--- src/rtl/adxl_pkg.sv ---
// ADXL reader shared constants
// index layout, frame phases and tag characters
package adxl_pkg;

  // transaction index: upper nibble byte count, lower nibble phase in byte
  parameter int idx_w = 8;

  // absolute index values at frame start
  parameter logic [idx_w-1:0] ph_csn_lo  = 8'd1; // chip select falls
  parameter logic [idx_w-1:0] ph_sclk_on = 8'd3; // spi clock starts

  // low nibble phases, combined with len as {len, phase}
  parameter logic [3:0] ph_sclk_off = 4'h4; // spi clock stops
  parameter logic [3:0] ph_csn_hi   = 4'h5; // chip select rises
  parameter logic [3:0] ph_end      = 4'h6; // frame finished, idle

  // 6-bit tag characters
  parameter logic [5:0] tag_pulse_char = 6'h21; // "!"
  parameter logic [5:0] tag_idle_char  = 6'h20; // space

  // chip 1 local buffer depth, max len minus command byte
  parameter int max_data_bytes = 9;

endpackage

--- src/rtl/adxl_bram_buf.sv ---
// ADXL reader buffer RAM
// sequential byte writes from chip 0 or chip 1 replay, registered host read
`timescale 1ns/1ps

module adxl_bram_buf
#(
  parameter int buf_addr_bits = 5
)
(
  input  logic                     clk,
  input  logic                     rst,
  input  logic                     x,       // write address back to 0
  input  logic                     wr0,
  input  logic [7:0]               byte0,
  input  logic                     rwr,
  input  logic [7:0]               rbyte,
  input  logic [buf_addr_bits-1:0] rd_addr,
  output logic [7:0]               rd_data,
  output logic [buf_addr_bits-1:0] wr_count
);

  logic [7:0]               mem [0:2**buf_addr_bits-1];
  logic [buf_addr_bits-1:0] waddr;
  logic                     we;
  logic [7:0]               wdata;

  assign we    = wr0 | rwr;            // sources never active together
  assign wdata = rwr ? rbyte : byte0;

  always_ff @(posedge clk)
  begin
    if (we)
      mem[waddr] <= wdata;
    rd_data <= mem[rd_addr];           // one clk read latency
  end

  always_ff @(posedge clk)
  begin
    if (rst || x)
      waddr <= '0;
    else if (we)
      waddr <= waddr + 1'b1;
  end

  assign wr_count = waddr;

endmodule

--- src/rtl/adxl_ch1_buf.sv ---
// ADXL reader chip 1 buffer
// holds chip 1 data bytes, replays them to the RAM after the frame ends
`timescale 1ns/1ps

module adxl_ch1_buf
(
  input  logic       clk,
  input  logic       rst,
  input  logic       frame_start,
  input  logic       frame_done,
  input  logic [3:0] len_q,
  input  logic [7:0] byte1,
  input  logic       wr1,
  output logic [7:0] rbyte,
  output logic       rwr
);
  import adxl_pkg::*;

  localparam int ptr_w = $clog2(max_data_bytes);

  logic [7:0]       mem [0:max_data_bytes-1];
  logic [ptr_w-1:0] wptr;
  logic [ptr_w-1:0] rptr;
  logic [3:0]       cnt;  // replay bytes left after the current one

  always_ff @(posedge clk)
  begin
    if (wr1)
      mem[wptr] <= byte1;
    if (frame_done)
      rbyte <= mem[0];
    else if (cnt != 4'd0)
      rbyte <= mem[rptr];
  end

  always_ff @(posedge clk)
  begin
    if (rst)
    begin
      wptr <= '0;
      rptr <= '0;
      cnt  <= '0;
      rwr  <= 1'b0;
    end
    else
    begin
      if (frame_start)
        wptr <= '0;
      else if (wr1)
        wptr <= wptr + 1'b1;
      if (frame_done)
      begin
        rwr  <= 1'b1;           // byte 0 goes out right away
        rptr <= ptr_w'(1);
        cnt  <= len_q - 4'd2;   // len-1 pulses in total
      end
      else if (cnt != 4'd0)
      begin
        rwr  <= 1'b1;
        rptr <= rptr + 1'b1;
        cnt  <= cnt - 1'b1;
      end
      else
        rwr <= 1'b0;
    end
  end

endmodule

--- src/rtl/adxl_rd_top.sv ---
// ADXL dual accelerometer reader, top level
// sequencer, SPI port, tag FIFO, chip 1 buffer and buffer RAM
`timescale 1ns/1ps

module adxl_rd_top
#(
  parameter bit tag_enable    = 1'b0,
  parameter int tag_addr_bits = 4,
  parameter int buf_addr_bits = 5
)
(
  input  logic                     clk,
  input  logic                     rst,
  input  logic                     clk_en,
  input  logic                     sync,
  input  logic [7:0]               cmd,
  input  logic [3:0]               len,
  input  logic                     direct,
  input  logic                     tag_pulse,
  input  logic                     tag_en,
  input  logic [5:0]               tag,
  input  logic                     sclk_phase,
  input  logic                     sclk_polarity,
  input  logic                     host_mosi,
  input  logic                     host_sclk,
  input  logic                     host_csn,
  input  logic                     adxl0_miso,
  input  logic                     adxl1_miso,
  input  logic [buf_addr_bits-1:0] rd_addr,
  output logic                     adxl_mosi,
  output logic                     adxl_sclk,
  output logic                     adxl_csn,
  output logic                     host_miso,
  output logic                     direct_en,
  output logic [7:0]               rd_data,
  output logic [buf_addr_bits-1:0] wr_count
);
  import adxl_pkg::*;

  logic [idx_w-1:0] index;
  logic [7:0]       cmd_q;
  logic [3:0]       len_q;
  logic             csn, sclk_en;
  logic             frame_start, frame_done;
  logic [5:0]       tag_data;
  logic [7:0]       byte0, byte1, rbyte;
  logic             wr0, wr1, rwr, x;

  adxl_seq_ctrl u_seq
  (
    .clk(clk), .rst(rst), .clk_en(clk_en), .sync(sync), .direct(direct),
    .cmd(cmd), .len(len), .index(index), .cmd_q(cmd_q), .len_q(len_q),
    .csn(csn), .sclk_en(sclk_en), .frame_start(frame_start),
    .frame_done(frame_done), .direct_en(direct_en)
  );

  adxl_spi_port #(.tag_enable(tag_enable)) u_spi
  (
    .clk(clk), .rst(rst), .clk_en(clk_en), .index(index), .len_q(len_q),
    .cmd_q(cmd_q), .csn(csn), .sclk_en(sclk_en), .sclk_phase(sclk_phase),
    .sclk_polarity(sclk_polarity), .tag_data(tag_data), .direct_en(direct_en),
    .host_mosi(host_mosi), .host_sclk(host_sclk), .host_csn(host_csn),
    .adxl0_miso(adxl0_miso), .adxl1_miso(adxl1_miso), .adxl_mosi(adxl_mosi),
    .adxl_sclk(adxl_sclk), .adxl_csn(adxl_csn), .host_miso(host_miso),
    .byte0(byte0), .wr0(wr0), .byte1(byte1), .wr1(wr1), .x(x)
  );

  adxl_tag_fifo #(.tag_addr_bits(tag_addr_bits)) u_tag
  (
    .clk(clk), .rst(rst), .tag_en(tag_en), .tag(tag), .tag_pulse(tag_pulse),
    .frame_start(frame_start), .tag_data(tag_data)
  );

  adxl_ch1_buf u_ch1
  (
    .clk(clk), .rst(rst), .frame_start(frame_start), .frame_done(frame_done),
    .len_q(len_q), .byte1(byte1), .wr1(wr1), .rbyte(rbyte), .rwr(rwr)
  );

  adxl_bram_buf #(.buf_addr_bits(buf_addr_bits)) u_ram
  (
    .clk(clk), .rst(rst), .x(x), .wr0(wr0), .byte0(byte0), .rwr(rwr),
    .rbyte(rbyte), .rd_addr(rd_addr), .rd_data(rd_data), .wr_count(wr_count)
  );

endmodule

--- src/rtl/adxl_seq_ctrl.sv ---
// ADXL reader sequencer
// runs the frame index, chip select, clock enable and direct-mode grant
`timescale 1ns/1ps

module adxl_seq_ctrl
(
  input  logic                       clk,
  input  logic                       rst,
  input  logic                       clk_en,      // 2x spi bit rate tick
  input  logic                       sync,        // frame request, seen only when idle
  input  logic                       direct,      // direct mode request
  input  logic [7:0]                 cmd,
  input  logic [3:0]                 len,         // bytes incl command byte
  output logic [adxl_pkg::idx_w-1:0] index,
  output logic [7:0]                 cmd_q,
  output logic [3:0]                 len_q,
  output logic                       csn,
  output logic                       sclk_en,
  output logic                       frame_start,
  output logic                       frame_done,
  output logic                       direct_en
);
  import adxl_pkg::*;

  logic [idx_w-1:0] end_idx;  // idle position for current length
  logic [idx_w-1:0] index_nx;
  logic             at_end;
  logic             start;

  assign end_idx  = {len_q, ph_end};
  assign index_nx = index + 1'b1;
  assign at_end   = index == end_idx;
  assign start    = at_end & sync & ~direct_en; // no frames while host owns the bus

  always_ff @(posedge clk)
  begin
    if (rst)
    begin
      index       <= {4'd10, ph_end}; // come up idle, as if a frame just ended
      len_q       <= 4'd10;
      frame_start <= 1'b0;
      frame_done  <= 1'b0;
    end
    else
    begin
      frame_start <= 1'b0;
      frame_done  <= 1'b0;
      if (start)
      begin
        index       <= '0;
        len_q       <= len;
        frame_start <= 1'b1; // tag latch, chip 1 buffer rewind
      end
      else if (!at_end && clk_en)
      begin
        index      <= index_nx;
        frame_done <= index_nx == end_idx; // high in first idle cycle
      end
    end
  end

  // command word is only payload for the mosi shifter
  always_ff @(posedge clk)
  begin
    if (start)
      cmd_q <= cmd;
  end

  always_ff @(posedge clk)
  begin
    if (rst)
    begin
      csn       <= 1'b1;
      sclk_en   <= 1'b0;
      direct_en <= 1'b0;
    end
    else
    begin
      if (clk_en)
      begin
        if (index == ph_csn_lo)
          csn <= 1'b0;
        else if (index == {len_q, ph_csn_hi})
          csn <= 1'b1;
        if (index == ph_sclk_on)
          sclk_en <= 1'b1;
        else if (index == {len_q, ph_sclk_off})
          sclk_en <= 1'b0;
      end
      // grant changes only between frames, csn already high here
      if (at_end && !start)
        direct_en <= direct;
    end
  end

endmodule

--- src/rtl/adxl_spi_port.sv ---
// ADXL reader SPI port
// sclk generation, mosi/miso shifters, tag bit merge and direct pin mux
`timescale 1ns/1ps

module adxl_spi_port
#(
  parameter bit tag_enable = 1'b0 // 1: put tag bits in odd data byte lsb
)
(
  input  logic                       clk,
  input  logic                       rst,
  input  logic                       clk_en,
  input  logic [adxl_pkg::idx_w-1:0] index,
  input  logic [3:0]                 len_q,
  input  logic [7:0]                 cmd_q,
  input  logic                       csn,
  input  logic                       sclk_en,
  input  logic                       sclk_phase,    // 0 for adxl355
  input  logic                       sclk_polarity, // 0 for adxl355
  input  logic [5:0]                 tag_data,
  input  logic                       direct_en,
  input  logic                       host_mosi,
  input  logic                       host_sclk,
  input  logic                       host_csn,
  input  logic                       adxl0_miso,
  input  logic                       adxl1_miso,
  output logic                       adxl_mosi,
  output logic                       adxl_sclk,
  output logic                       adxl_csn,
  output logic                       host_miso,
  output logic [7:0]                 byte0,
  output logic                       wr0,
  output logic [7:0]                 byte1,
  output logic                       wr1,
  output logic                       x
);

  logic       sclk_q;
  logic [7:0] mosi_sr;
  logic [7:0] onehot;           // bit 7 marks the last bit of a byte
  logic [7:0] miso0_sr, miso1_sr;
  logic [7:0] shin0, shin1;     // shifter value incl the bit sampled now
  logic       byte_tick, load_tick, data_tick;
  logic       tag_hit, tag_bit0, tag_bit1;
  logic       wr_pend, wr_q;

  assign byte_tick = clk_en & ~index[0]; // one bit per two ticks
  assign load_tick = index[7:1] == 7'd2; // start of command byte
  assign shin0     = {miso0_sr[6:0], adxl0_miso};
  assign shin1     = {miso1_sr[6:0], adxl1_miso};
  // byte 1 is the command echo and is dropped
  assign data_tick = byte_tick & onehot[7] & sclk_en &
                     (index[7:4] >= 4'd2) & (index[7:4] <= len_q);

  // data byte k ends at byte count k+2, so odd k 1,3,5 means count 3,5,7
  always_comb
  begin
    tag_hit  = 1'b0;
    tag_bit0 = 1'b0;
    tag_bit1 = 1'b0;
    if (tag_enable)
    begin
      case (index[7:4])
        4'd3:
        begin
          tag_hit  = 1'b1;
          tag_bit0 = tag_data[0];
          tag_bit1 = tag_data[3];
        end
        4'd5:
        begin
          tag_hit  = 1'b1;
          tag_bit0 = tag_data[1];
          tag_bit1 = tag_data[4];
        end
        4'd7:
        begin
          tag_hit  = 1'b1;
          tag_bit0 = tag_data[2];
          tag_bit1 = tag_data[5];
        end
        default:
        begin
          tag_hit = 1'b0;
        end
      endcase
    end
  end

  always_ff @(posedge clk)
  begin
    if (rst)
      sclk_q <= sclk_polarity;
    else if (clk_en)
      sclk_q <= ((index[0] ^ sclk_phase) & sclk_en) ^ sclk_polarity;
  end

  always_ff @(posedge clk)
  begin
    if (byte_tick)
    begin
      mosi_sr  <= load_tick ? cmd_q : {mosi_sr[6:0], 1'b0}; // msb first
      miso0_sr <= shin0;
      miso1_sr <= shin1;
      if (onehot[7])
      begin
        byte0 <= tag_hit ? {shin0[7:1], tag_bit0} : shin0;
        byte1 <= tag_hit ? {shin1[7:1], tag_bit1} : shin1;
      end
    end
  end

  always_ff @(posedge clk)
  begin
    if (rst)
    begin
      onehot  <= '0;
      wr_pend <= 1'b0;
      wr_q    <= 1'b0;
      x       <= 1'b0;
    end
    else
    begin
      if (byte_tick)
        onehot <= load_tick ? 8'h01 : {onehot[6:0], onehot[7]};
      x       <= data_tick & (index[7:4] == 4'd2); // first data byte only
      wr_pend <= data_tick;
      wr_q    <= wr_pend;                          // lands one clk after x
    end
  end

  assign wr0 = wr_q;
  assign wr1 = wr_q; // both chips complete a byte together

  // host takes the pins in direct mode
  assign adxl_csn  = direct_en ? host_csn  : csn;
  assign adxl_sclk = direct_en ? host_sclk : sclk_q;
  assign adxl_mosi = direct_en ? host_mosi : mosi_sr[7];
  assign host_miso = direct_en ? adxl0_miso : 1'b0;

endmodule

--- src/rtl/adxl_tag_fifo.sv ---
// ADXL reader tag FIFO
// 6-bit tag characters with "!" pulse priority, one latched per frame
`timescale 1ns/1ps

module adxl_tag_fifo
#(
  parameter int tag_addr_bits = 4 // fifo holds 2**n chars
)
(
  input  logic       clk,
  input  logic       rst,
  input  logic       tag_en,      // push tag
  input  logic [5:0] tag,
  input  logic       tag_pulse,   // request "!" in next frame
  input  logic       frame_start,
  output logic [5:0] tag_data     // held for the whole frame
);
  import adxl_pkg::*;

  logic [5:0]               mem [0:2**tag_addr_bits-1];
  logic [tag_addr_bits-1:0] wptr;
  logic [tag_addr_bits-1:0] wptr_q; // lags one clk so head_q is valid
  logic [tag_addr_bits-1:0] rptr;
  logic [5:0]               head_q; // registered fifo head
  logic                     pulse_pend;
  logic                     empty;

  assign empty = wptr_q == rptr;

  always_ff @(posedge clk)
  begin
    if (tag_en)
      mem[wptr] <= tag;
    head_q <= mem[rptr];
  end

  always_ff @(posedge clk)
  begin
    if (rst)
    begin
      wptr       <= '0;
      wptr_q     <= '0;
      rptr       <= '0;
      pulse_pend <= 1'b0;
      tag_data   <= tag_idle_char;
    end
    else
    begin
      wptr_q <= wptr;
      if (tag_en)
        wptr <= wptr + 1'b1; // overfill wraps silently
      if (tag_pulse)
        pulse_pend <= 1'b1;
      else if (frame_start)
        pulse_pend <= 1'b0;
      if (frame_start)
      begin
        if (pulse_pend)
          tag_data <= tag_pulse_char; // fifo left untouched
        else if (!empty)
        begin
          tag_data <= head_q;
          rptr     <= rptr + 1'b1;    // pop
        end
        else
          tag_data <= tag_idle_char;
      end
    end
  end

endmodule

--- config.mk ---
export PLATFORM = sky130hd
export DESIGN_NAME = adxl_rd_top
export DESIGN_NICKNAME = d
export VERILOG_FILES = /design/src/rtl/adxl_pkg.sv /design/src/rtl/adxl_bram_buf.sv /design/src/rtl/adxl_ch1_buf.sv /design/src/rtl/adxl_rd_top.sv /design/src/rtl/adxl_seq_ctrl.sv /design/src/rtl/adxl_spi_port.sv /design/src/rtl/adxl_tag_fifo.sv
export SDC_FILE = /design/constraint.sdc
export NUM_CORES = 1
export LEC_CHECK = 0
export BUFFER_PORTS_ARGS = -buffer_cell sky130_fd_sc_hd__buf_4
export CAP_MARGIN = 0
export CORE_ASPECT_RATIO = 1.5
export CORE_MARGIN = 2
export CORE_UTILIZATION = 55
export CTS_CLUSTER_DIAMETER = 120
export DETAILED_ROUTE_END_ITERATION = 8
export PLACE_DENSITY = 0.69
export SYNTH_ARGS = -nofsm -noshare
export SYNTH_HDL_FRONTEND = slang
export SYNTH_SLANG_ARGS = --single-unit
export TNS_END_PERCENT = 50
--- constraint.sdc ---
create_clock -name clk -period 6.54 [get_ports clk]
set_clock_uncertainty 0.2 [all_clocks]
set_input_delay 0 -clock clk [delete_from_list [all_inputs] [get_ports clk]]
set_output_delay 0 -clock clk [all_outputs]
set_load 0.02 [all_outputs]
Yosys cells after proc, flatten, opt, wreduce, memory -nomap -nowiden:

Memories as Yosys holds them, arrays and structs flattened. A register that Yosys moved wholly into a read port is not among the register bits.
Cells that the tools add are included.

* add/sub/neg operators: 6
* order comparisons: 2
* equal/unequal tests: 8
* muxes and demuxes: 28
* bitwise gates (word level): 15
* reduce and logical (&&, ||, !) cells: 18

Operators by type and width (count)
* 8-bit two-way mux: 7
* 8-bit == test: 4
* 1-bit two-way mux: 19
* 2-bit nonzero test: 5
* 1-bit bitwise AND: 9
* 4-bit by 1-bit adder with 4-bit output (second input constant): 2
* 8-bit by 1-bit adder with 8-bit output (second input constant): 1
* 8-bit by 1-bit == test with 1-bit output (second input constant): 1
* 8-bit by 2-bit == test with 1-bit output (second input constant): 1
* 4-bit two-way mux: 2
* 7-bit by 2-bit == test with 1-bit output (second input constant): 1
* 2-bit AND reduction: 3
* 2-bit OR reduction: 3
* 5-bit by 1-bit adder with 5-bit output (second input constant): 1
* 4-bit by 2-bit == test with 1-bit output (second input constant): 1
* 4-bit by 2-bit >= comparator with 1-bit output (second input constant): 1
* 4-bit <= comparator: 1
* 4-bit nonzero test: 1
* 4-bit by 1-bit subtractor with 4-bit output (second input constant): 1
* 4-bit by 2-bit subtractor with 4-bit output (second input constant): 1
* 1-bit NOT: 3
* 3-bit OR reduction: 1
* 1-bit logical AND: 2
* 1-bit zero test: 2
* other kinds (3): 4

* register bits after elaboration: 101
* RAM bits: 328
* input port bits: 37
* output and inout port bits: 18
* memories kept: 2

Memories
* u_ram.mem: depth 32, width 8, read ports 1, clocked after Yosys merged registers in 1, wr ports 1, line adxl_bram_buf.sv:22 `logic [7:0] mem [0:2**buf_addr_bits-1];`
* u_ch1.mem: depth 9, width 8, read ports 2, clocked after Yosys merged registers in 0, wr ports 1, line adxl_ch1_buf.sv:21 `logic [7:0] mem [0:max_data_bytes-1];`

Depth between registers and ports, before layout:

Gate-level depths: netlist of run 1.

* word-level depth: 7
* depth in mapped cells: 8
* gate-level depth less buffers: 7

Cells and area by module:

Synthesis of run 1 repeated with hierarchy kept, for this count alone.

* cell total of the unflattened synthesis: 1207
* area total of the unflattened synthesis: 22016.1 sq um

By module, submodules not included
* adxl_bram_buf: times used 1, cells an instance 454, area an instance 10402.5 sq um, seq. area each 7947.6 sq um
* adxl_tag_fifo: times used 1, cells an instance 253, area an instance 4631.9 sq um, seq. area each 3383.2 sq um
* adxl_ch1_buf: times used 1, cells an instance 252, area an instance 3818.7 sq um, seq. area each 2662.6 sq um
* adxl_spi_port: times used 1, cells an instance 120, area an instance 1886.8 sq um, seq. area each 1391.3 sq um
* adxl_seq_ctrl: times used 1, cells an instance 128, area an instance 1276.2 sq um, seq. area each 580.6 sq um

Worst setup path before layout of run 1:

OpenSTA, ideal clock, no wires.

* path kind: register to register
* start point: reg u_seq.index[0] in the netlist's numbering
* end point: reg u_spi.wr_pend
* library setup time: 0.116 ns
* data arrival time: 2.173 ns
* required time: 6.224 ns
* setup slack: 4.050 ns
* cell stages (with the launch flop): 6
* path buffers: 0
* period minus slack after synthesis: 2.490 ns
* cell sequence: dfxtp_1 -> inv_1 -> nand2_1 -> clkinv_1 -> and2_1 -> and4_1

* word-level cells in the longest chain between the ends: 6

Ends and longest elaborated chain
* start, declared: line adxl_seq_ctrl.sv:14 `output logic [adxl_pkg::idx_w-1:0] index,`
* start signal, assigned: line adxl_seq_ctrl.sv:39 `index <= {4'd10, ph_end};`
* start signal, assigned: line adxl_seq_ctrl.sv:56 `index <= index_nx;`
* 1-bit NOT: line adxl_spi_port.sv:47 `assign byte_tick = clk_en & ~index[0];`
* 1-bit bitwise AND: line adxl_spi_port.sv:47
* 1-bit bitwise AND (3 in series): line adxl_spi_port.sv:52 `assign data_tick = byte_tick & onehot[7] & sclk_en &`
* 1-bit bitwise AND: line adxl_spi_port.sv:53 `(index[7:4] >= 4'd2) & (index[7:4] <= len_q);`
* end signal, assigned: line adxl_spi_port.sv:127 `wr_pend <= data_tick;`
* end, declared: line adxl_spi_port.sv:45 `logic wr_pend, wr_q;`

No other way between the ends.
A chain may end at the register's enable or synchronous reset.

Worst setup path in the final report of run 1:

* start point: reg u_seq.index[4] in the netlist's numbering
* end point: reg u_seq.len_q[0]

* word-level cells in the longest chain between the ends: 3

Ends and longest elaborated chain
* 8-bit == test: line adxl_seq_ctrl.sv:32 `assign at_end = index == end_idx;`
* 1-bit bitwise AND (2 in series): line adxl_seq_ctrl.sv:33 `assign start = at_end & sync & ~direct_en;`
* net u_seq.start: line adxl_seq_ctrl.sv:28 `logic start;`
* end signal, assigned: line adxl_seq_ctrl.sv:51 `len_q <= len;`
* end, declared: line adxl_seq_ctrl.sv:16 `output logic [3:0] len_q,`

The timed path passes the listed nets, and every way through them passes these cells.

==> summary.md, run 1 <==
| Metric | Value |
|---|---|
| Total routed wirelength | `30800 um` |
| Worst skew pair latency | `530 ps` |
| Count of final setup violators | `0` |
| Number of top-level pins | `55` |
| Iteration count of the initial detailed-routing pass | `5` |
| Fraction of post-synthesis cell area in the top cell type by area | `0.670` |
| Share of layout cells above drive strength 1 | `0.206` |
| Area inside the core boundary | `30800 um2` |
| Initial Util | `0.556` |
| Time the final worst path needs with I/O delays and setup | `3830 ps` |
| Final slew viol count | `0` |
| Mean area per synthesized cell | `18.2 um2` |
| Clock root buffer | `clkbuf_16` |
| Met2 track demand over resource | `0.368` |
| Remaining global-route overflow | `0` |
| Routed length per placed instance | `21.1 um` |
| GP Congestion | `0.782` |
| Max-Slew Margin vs Limit | `0.238` |
| Transition at the pin with the smallest max-transition slack | `1130 ps` |
| Largest cells by area after synthesis | `edfxtp_1, mux4_2, dfxtp_1` |
| Most Crowded Layer GR | `met2` |
| DRC marker count from the first detailed-route iteration | `458` |
| Dominant cell type by area after synthesis | `edfxtp_1` |
| Via total after detailed routing | `8287` |
| Worst min path class | `primary input to register` |
| Total design power | `6900 uW` |
| Cells along the critical path | `inv_1 -> ha_1 -> nand4_1 -> nor4b_4 -> mux2i_1 -> dlygate4sd3_1 -> nor2_1 -> dlygate4sd3_1` |
| # resized after CTS | `0` |
| CTS tree | `yes` |
| Buffers from clock root to sink, at most | `3` |
| Post-CTS clock slew at the launch and capture registers of the worst setup and hold paths | `70 ps` |
| Placed cell areas | `17800 um2` |
| Cell types with the highest counts after synthesis | `edfxtp_1, mux4_2, nor2_1` |
| Critical-path top delay cell | `nor4b_4` |
| Leading cell type by number of instances after synthesis | `edfxtp_1` |
| Port bufs | `46` |
| Area enclosed by the die boundary | `32600 um2` |
| Category of the most critical setup path | `register to register` |
| Detailed placement HPWL | `19900 um` |
| Worst hold slack across all endpoints | `53.7 ps` |
| Initial antenna violation count | `0` |
| First-pass GRT wire length | `47800 um` |
| Number of failing hold endpoints at the final stage | `0` |
| Post-synth EDFFs | `383` |
| Primary flip-flop cell chosen by synthesis mapping | `edfxtp_1` |
| Number of diodes added for antenna fixing | `0` |
| Stage delay of the slowest cell on the critical path | `1000 ps` |
| RSZ-0062 raised after global routing | `false` |
| Number of warnings issued by yosys | `0` |
| Required time at the endpoint of the critical path | `6750 ps` |
| Arrival time at the worst endpoint | `4040 ps` |
| Clock sink total | `437` |
| Layout overhead on the synthesized area | `13.6%` |
| Lkg Pwr | `0.00636 uW` |
| Worst slack after detailed placement | `3490 ps` |
| Post-Route Setup TNS | `0 ps` |
| Layout Nets | `1086` |
| Number of buffers added by the clock tree synthesis step | `39` |
| Worst VDD drop | `0.000288 V` |
| Fraction of met1 tracks used by global routing | `0.225` |
| CP Capture Type | `register` |
| Final setup slack of the worst path | `2710 ps` |
| CTS H-tree depth | `2` |
| Number of global-route vias before repair | `8561` |
| Timing-limited maximum frequency | `261 MHz` |
| Final period utilization | `0.586` |
| Most common cell on crit path | `dlygate4sd3_1` |
| Startpoint class of the critical path | `register` |
| Die W | `148 um` |
| GR met3 Demand/Resource | `0.0295` |
| Library cells used by synthesis | `46` |
| Via density per instance | `5.67` |
| Max-Cap Viols | `0` |
| Pin count of the biggest net entering global routing | `65` |
| Antenna-violating nets left | `0` |
| Drc violations | `0` |
| Status | `complete, no violations` |
| Seq/Total Area, Yosys | `0.733` |
| Pwr per Cell Area | `354 nW/um2` |
| Instance count of the mapped netlist | `945` |
| Count of state elements after synthesis | `437` |
| Post-route standard cell area excluding fillers | `19500 um2` |
| Post-Syn Nets | `1003` |
| Crit-path max FO | `17` |
| Flop2flop setup slack | `2710 ps` |
| Overall Global Routing Usage | `0.194` |
| Num rows | `79` |
| Asr flop ratio synth | `0` |
| Cell Area, Synth | `17200 um2` |
| Die Span Y | `220 um` |
[sequential cells by signal (all words and copies together) (netlist names), 5 cells and up]
signal / count
u_ram.mem: 256
u_spi.mosi_sr: 8
u_seq.cmd_q: 8
u_ram.wr_count: 5
u_ch1.mem: 72
u_ram.rd_data: 8
u_spi.miso0_sr: 7
u_seq.index: 8
u_spi.miso1_sr: 7
u_spi.byte0: 8
u_spi.onehot: 8
u_ch1.rbyte: 8
u_spi.byte1: 8
[path summary, 6_finish.rpt]
kind | from | endpoint | cells after the start
setup / recovery | u_seq.index[4] | u_seq.len_q[0] | 8
hold / removal | rd_addr[0] | u_ram.rd_data[2] | 3
setup reg to reg | u_seq.index[4] | u_seq.len_q[0] | 8
hold reg to reg | u_spi.miso1_sr[6] | u_spi.byte1[7] | 0
[placed cells by master, fill, tap and decap left out, drive strengths merged, types with 16 or more instances in the layout]
cell type / synthesis / final
clkbuf: 28 / 50
buf: 21 / 48
edfxtp: 383 / 383
mux2i: 30 / 30
nand2: 37 / 37
mux4: 80 / 80
mux2: 26 / 26
a21oi: 31 / 31
inv: 16 / 16
nand3: 16 / 16
dlygate4sd3: 0 / 43
dfxtp: 54 / 54
clkinv: 2 / 16
nor2: 59 / 59
ha: 21 / 21
[critical path, delay by kind of cell (launching register included)]
kind	cells	cell delay, ps
adder cells (fa/ha/maj)	1	290
buffers and inverters	3	1240
flip-flops	1	430
multiplexers	1	260
AND/OR/NAND/NOR	3	1280
[layer usage]
layer	part of all wire	up-vias	routed length, um
met4	0.027	0	833
met5	0	-	0
met2	0.56	141	17200
met3	0.033	58	1020
li1	-	3868	-
met1	0.38	4220	11700
[what timing repair did]
| action | in CTS | in global routing |
|---|---|---|
| endpoints found under the hold margin | 74 | 0 |
| hold buffers | 43 | 0 |
| buffers inserted | 0 | 0 |
[cell type report]
class                   count  area [um2]
clock buffers              50        1080
repair buffers             91         791
fillers                  2173       11400
multi-input cells         441        4280
inverters                  18        67.6
well taps                 405         507
flip-flops and latches    437       12600
clock inverters            20         175
[cells by family (layout without fill, tap and decap cells)]
kind of cell	after synthesis	in the layout	share of synthesized area
flops	437	437	0.733
simple gates	181	181	0.0527
mux	136	136	0.140
compound gates	78	78	0.0294
buf+inv	67	179	0.0168
xor+xnor	25	25	0.0128
fa+ha+maj	21	21	0.0153
[stage by stage]
step,cells,util
global placement,1349,0.577
floorplan,945,-
global route,1462,0.632
finish,1462,0.632
detailed placement,1349,0.577
CTS,1462,0.632
[report_power, final]
part / internal [uW] / switching, uW / leakage, uW
clock: 1290 / 953 / 0.000609
sequential: 3420 / 156 / 0.00391
combinational: 437 / 654 / 0.00184
total: 5140 / 1760 / 0.00636
(Power assumes the default switching activity.)
==> inputs of run 2 (changes only) <==
Clock period 6.54 ns to 3.6 ns, I/O delays scaled along.
==> run 2 against run 1 <==
  * Core utilization is 0.53 points higher
  * First-iteration DRC count is 14% higher
  * Cell count is 0.48% higher
  * Sequential share of layout area is 0.54 points lower
  * Setup slack worse by 2500 ps
  * Highest routed layer unchanged
  * Critical path type unchanged
  * Largest cell class unchanged
  * Critical endpoint is now u_seq.len_q[2]
  * Power is 86% higher
  * Largest power group unchanged
  * Flip-flop and latch count stayed put
  * Register-to-register slack worse by 2500 ps
==> summary.md, run 2 (synthesized netlist as in run 1, its figures left out) <==
| Metric | Value |
|---|---|
| Drc violations | `0` |
| Category of the most critical setup path | `register to register` |
| Port bufs | `46` |
| Clock root buffer | `clkbuf_16` |
| Pin count of the biggest net entering global routing | `36` |
| Share of layout cells above drive strength 1 | `0.213` |
| Largest regs | `u_ram.mem (256), u_ch1.mem (72)` |
| Most common cell on crit path | `dlygate4sd3_1` |
| Cells along the critical path | `inv_1 -> ha_1 -> nand4_1 -> nor4b_4 -> buf_6 -> mux2i_1 -> dlygate4sd3_1 -> nor2_1 -> dlygate4sd3_1` |
| Pwr per Cell Area | `654 nW/um2` |
| GP Congestion | `0.814` |
| Clock sink total | `437` |
| Crit-path max FO | `16` |
| Total routed wirelength | `31800 um` |
| Max-Slew Margin vs Limit | `0.385` |
| Worst min path class | `primary input to register` |
| Max-Cap Viols | `0` |
| Post-route standard cell area excluding fillers | `19700 um2` |
| First-pass GRT wire length | `48900 um` |
| Placed cell areas | `17900 um2` |
| Die W | `148 um` |
| Arrival time at the worst endpoint | `3640 ps` |
| Flop2flop setup slack | `190 ps` |
| Detailed placement HPWL | `21000 um` |
| Highest-count cells in the layout ignoring fill and taps | `edfxtp_1, mux4_2, nor2_1, buf_4, dfxtp_1` |
| Layout Nets | `1095` |
| Number of global-route vias before repair | `8794` |
| Layout overhead on the synthesized area | `14.6%` |
| Buffers from clock root to sink, at most | `3` |
| Die Span Y | `220 um` |
| Instance count along the most critical hold path | `3` |
| Routed length per placed instance | `21.6 um` |
| Destination of the worst hold path | `u_ram.rd_data[5]` |
| Worst skew pair latency | `540 ps` |
| Worst hold slack across all endpoints | `29.5 ps` |
| Required time at the endpoint of the critical path | `3820 ps` |
| CTS H-tree depth | `2` |
| Initial Util | `0.556` |
| CP Capture Type | `register` |
| Overall Global Routing Usage | `0.201` |
| Post-layout utilization of the core | `0.637` |
| Num rows | `79` |
| Number of diodes added for antenna fixing | `0` |
| Lkg Pwr | `0.00646 uW` |
| Final-layout fill cell count | `2185` |
| Number of flip-flops under the largest register name | `256` |
| Remaining global-route overflow | `0` |
| Stage delay of the slowest cell on the critical path | `570 ps` |
| Area inside the core boundary | `30800 um2` |
| R2r startpoint | `u_seq.index[4]` |
| Most common cell after layout, fill and taps aside | `edfxtp_1` |
| Area enclosed by the die boundary | `32600 um2` |
| Initial antenna violation count | `0` |
| Via total after detailed routing | `8354` |
| Via density per instance | `5.69` |
| Time the final worst path needs with I/O delays and setup | `3410 ps` |
| Critical-path top delay cell | `dlygate4sd3_1` |
| Top reg by flops | `u_ram.mem` |
| Antenna-violating nets left | `0` |
| Final slew viol count | `0` |
| Startpoint class of the critical path | `register` |
| Worst reg-to-reg path cell count | `9` |
| Post-CTS setup-driven buffer insertion count | `0` |
| Transition at the pin with the smallest max-transition slack | `919 ps` |
| Worst Hold Launch | `rd_addr[0]` |
| DRC marker count from the first detailed-route iteration | `524` |
| Final period utilization | `0.948` |
| Number of top-level pins | `55` |
| Status | `complete, no violations` |
| Number of buffers added by the clock tree synthesis step | `40` |
| Iteration count of the initial detailed-routing pass | `4` |
| Post-CTS clock slew at the launch and capture registers of the worst setup and hold paths | `60 ps` |
| Count of final setup violators | `0` |
| Worst VDD drop | `0.000576 V` |
| Number of failing hold endpoints at the final stage | `0` |
| CTS tree | `yes` |
| Timing-limited maximum frequency | `293 MHz` |
| Terminus of the critical flop-to-flop path | `u_seq.len_q[2]` |
==> run 2: cell count changes in the layout (fill, tap and decap cells not counted), moves of 2 or more <==
cell        change
bufinv_16       +4
clkbuf_8        -2
clkinv_2        +2
buf_4           +5
clkinvlp_4      -2
buf_12          +2
clkbuf_1        -3
==> run 2: routing by layer <==
layer	track usage	routed length (um)
met1	0.227	11700
met2	0.380	17900
met3	0.0309	1070
met4	0.0781	1080
met5	0	0
==> run 2: layout make-up <==
cell class | count | area, um2 | area share
Sequential cell | 437 | 12600 | 0.640
Timing Repair Buffer | 99 | 880 | 0.0448
Clock buffer | 45 | 1040 | 0.0530
Clock inverter | 24 | 289 | 0.0147
Multi-Input combinational cell | 441 | 4280 | 0.218
Tap cell | 405 | 507 | 0.0258
Inverter | 18 | 67.6 | 0.00344
==> run 2: how the worst max path moves through the flow <==
stage	endpoint	start	slack (ps)	cells after the start
detailed placement	u_seq.index[7]	u_seq.index[4]	680	7
finish	u_seq.len_q[2]	u_seq.index[4]	190	9
CTS	u_seq.index[2]	u_seq.index[4]	170	8
floorplan	u_spi.wr_pend	u_seq.index[0]	1110	5
global placement	u_seq.index[7]	u_seq.index[4]	720	7
global route	u_seq.len_q[0]	u_seq.index[4]	-4	9
==> run 2: power breakdown <==
part           total, uW  switching, uW  internal, uW
clock network       4340           1760          2570
registers           6460            252          6200
logic               2060           1250           810
total              12900           3270          9590
==> run 2: worst max-delay path, delay by kind of cell (launching register included) <==
family	cells	cell delay, ps
adders and majority gates	1	290
buffers and inverters	4	1480
DFF	1	440
muxes	1	220
and+or+nand+nor	3	660
==> run 2: stage by stage <==
| step | worst slack, ps | setup TNS [ps] | std cells | power (uW) |
|---|---|---|---|---|
| 2_1_floorplan | 1110 | 0 | 945 | 7870 |
| 6_report | 187 | 0 | 1469 | 12900 |
| 4_1_cts | 170 | 0 | 1469 | 13000 |
| 3_3_place_gp | 723 | 0 | 1357 | 8450 |
| 5_1_grt | -4.43 | -4.43 | 1469 | 13400 |
| 3_5_place_dp | 685 | 0 | 1357 | 8540 |
==> run 2: repair_timing <==
item | CTS | global route
setup endpoints to repair | 0 | 3
hold buffers | 43 | 0
hold endpoints to repair | 75 | 0
resized for setup | 0 | 2
==> inputs of run 3 (changes only) <==
Settings changed: REMOVE_ABC_BUFFERS set to 1.
==> run 3 against run 2 <==
  * Sequential power barely moved
  * Critical path type unchanged
  * Largest cell class unchanged
  * Sequential share of layout area rose by 0.27 points
  * Critical path depth fell by 1
==> summary.md, run 3 (synthesized netlist as in run 1, its figures left out) <==
| Metric | Value |
|---|---|
| Status | `complete, no violations` |
| Top reg by flops | `u_ram.mem` |
| Area inside the core boundary | `30800 um2` |
| Terminus of the critical flop-to-flop path | `u_seq.len_q[0]` |
| First-pass GRT wire length | `48600 um` |
| Layout overhead on the synthesized area | `14.1%` |
| Die W | `148 um` |
| Remaining global-route overflow | `0` |
| Timing-limited maximum frequency | `295 MHz` |
| Post-Route Setup TNS | `0 ps` |
| Startpoint class of the critical path | `register` |
| Pin count of the biggest net entering global routing | `65` |
| Combinational power share | `0.162` |
| Number of diodes added for antenna fixing | `0` |
| Total design power | `12700 uW` |
| Crit-path max FO | `10` |
| Total routed wirelength | `31000 um` |
| Number of flip-flops under the largest register name | `256` |
| Area of the multi-input gates | `4280 um2` |
| Required time at the endpoint of the critical path | `3820 ps` |
| RSZ-0062 raised after global routing | `false` |
| Clock sink total | `437` |
| Final slew viol count | `0` |
| CTS tree | `yes` |
| Worst setup path start | `u_seq.len_q[1]` |
| R2r startpoint | `u_seq.len_q[1]` |
| Drc violations | `0` |
| Net switching share of the total power | `0.256` |
| Internal power consumption | `9440 uW` |
| Category of the most critical setup path | `register to register` |
| GP Congestion | `0.867` |
| Stage delay of the slowest cell on the critical path | `640 ps` |
| Cells along the critical path | `inv_1 -> ha_1 -> nand4_1 -> nor4b_4 -> mux2i_1 -> dlygate4sd3_1 -> nor2_1 -> dlygate4sd3_1` |
| CTS H-tree depth | `2` |
| Non-filler cells in the finished layout | `1468` |
| Highest-count cells in the layout ignoring fill and taps | `edfxtp_1, mux4_2, nor2_1, buf_4, dfxtp_1` |
| Worst hold slack across all endpoints | `23.9 ps` |
| Pwr per Cell Area | `649 nW/um2` |
| Time the final worst path needs with I/O delays and setup | `3390 ps` |
| Area enclosed by the die boundary | `32600 um2` |
| Port bufs | `46` |
| Number of top-level pins | `55` |
| Post-CTS setup-driven buffer insertion count | `0` |
| Worst VDD drop | `0.000643 V` |
| Arrival time at the worst endpoint | `3610 ps` |
| Lkg Pwr | `0.00641 uW` |
| Routed length per placed instance | `21.1 um` |
| Post-CTS clock slew at the launch and capture registers of the worst setup and hold paths | `60 ps` |
| Share of layout cells above drive strength 1 | `0.214` |
| Portion of total power attributed to sequential cells | `0.508` |
| Transition at the pin with the smallest max-transition slack | `927 ps` |
| Cells after DPL | `1354` |
| Number of global-route vias before repair | `8785` |
| Worst skew pair latency | `540 ps` |
| Max-Cap Viols | `0` |
| Buffers from clock root to sink, at most | `3` |
| Relative contribution of the clock network to total power | `0.329` |
| Overall Global Routing Usage | `0.198` |
| Detailed placement HPWL | `20100 um` |
| Num rows | `79` |
| Termination of the worst setup path | `u_seq.len_q[0]` |
| Final period utilization | `0.942` |
| Critical-path top delay cell | `nor4b_4` |
| Total area of sequential cells | `12600 um2` |
| Most common cell after layout, fill and taps aside | `edfxtp_1` |
| Max-Slew Margin vs Limit | `0.380` |
| Die Span Y | `220 um` |
| DRC marker count from the first detailed-route iteration | `517` |
| Worst reg-to-reg path cell count | `8` |
| Initial Util | `0.556` |
| NetSw | `3260 uW` |
| Iteration count of the initial detailed-routing pass | `5` |
| Via density per instance | `5.66` |
| Number of failing hold endpoints at the final stage | `0` |
| Antenna-violating nets left | `0` |
| CP Capture Type | `register` |
| Post-layout utilization of the core | `0.635` |
| Count of final setup violators | `0` |
| Flop2flop setup slack | `210 ps` |
| Most common cell on crit path | `dlygate4sd3_1` |
| Clock root buffer | `clkbuf_16` |
| Via total after detailed routing | `8310` |
| Worst min path class | `primary input to register` |
| Final-layout fill cell count | `2211` |
| Largest regs | `u_ram.mem (256), u_ch1.mem (72)` |
| Layout Nets | `1091` |
| Initial antenna violation count | `1` |
| Number of buffers added by the clock tree synthesis step | `40` |
-- run 3: critical path, delay by kind of cell, from the launching register on --
kind,cells,cell delay [ps]
AND/OR/NAND/NOR,3,940
multiplexers,1,260
adder cells (fa/ha/maj),1,290
flip-flops,1,350
buffers and inverters,3,1230
-- run 3: final cells by class --
| type | instances | share of cell area |
|---|---|---|
| repair buffers | 95 | 0.0426 |
| clock inverters | 19 | 0.0105 |
| inverters | 18 | 0.00345 |
| clock buffers | 53 | 0.0557 |
| flip-flops and latches | 437 | 0.643 |
| well taps | 405 | 0.0259 |
| multi-input cells | 441 | 0.219 |
-- run 3: repair_timing --
item	4_1_cts	5_1_grt
endpoints found under the setup margin	0	3
endpoints found under the hold margin	74	0
gates resized for setup	0	4
hold buffers	42	0
-- run 3: power by group through the flow --
stage	clock network, uW	registers [uW]	logic (uW)
detailed placement	0	6560	1980
global placement	0	6550	1900
CTS	4250	6460	2080
global route	4440	6500	2280
floorplan	0	6530	1260
finish	4180	6460	2060
-- run 3: worst min-delay path by stage --
| stage | startpoint | to | slack [ps] | depth (start not counted) |
|---|---|---|---|---|
| detailed placement | cmd[3] | u_seq.cmd_q[3] | -20 | 1 |
| global route | rd_addr[0] | u_ram.rd_data[2] | 40 | 3 |
| CTS | adxl0_miso | u_spi.byte0[0] | 9 | 2 |
| global placement | cmd[0] | u_seq.cmd_q[0] | -20 | 1 |
| floorplan | rst | u_ch1.cnt[0] | -130 | 1 |
| finish | rd_addr[0] | u_ram.rd_data[5] | 20 | 3 |
-- run 3: per-stage QoR --
step	setup WS [ps]	area, um2
2_1_floorplan	1110	16900
3_3_place_gp	809	17900
6_report	210	19600
5_1_grt	39.5	19600
3_5_place_dp	736	17900
4_1_cts	172	19600
-- run 3: per-layer routing --
metal | track usage | wire length (um) | vias up
met5 | 0 | 13 | -
li1 | - | - | 3876
met1 | 0.219 | 11600 | 4213
met4 | 0.0768 | 1110 | 2
met3 | 0.0348 | 1140 | 63
met2 | 0.376 | 17100 | 156
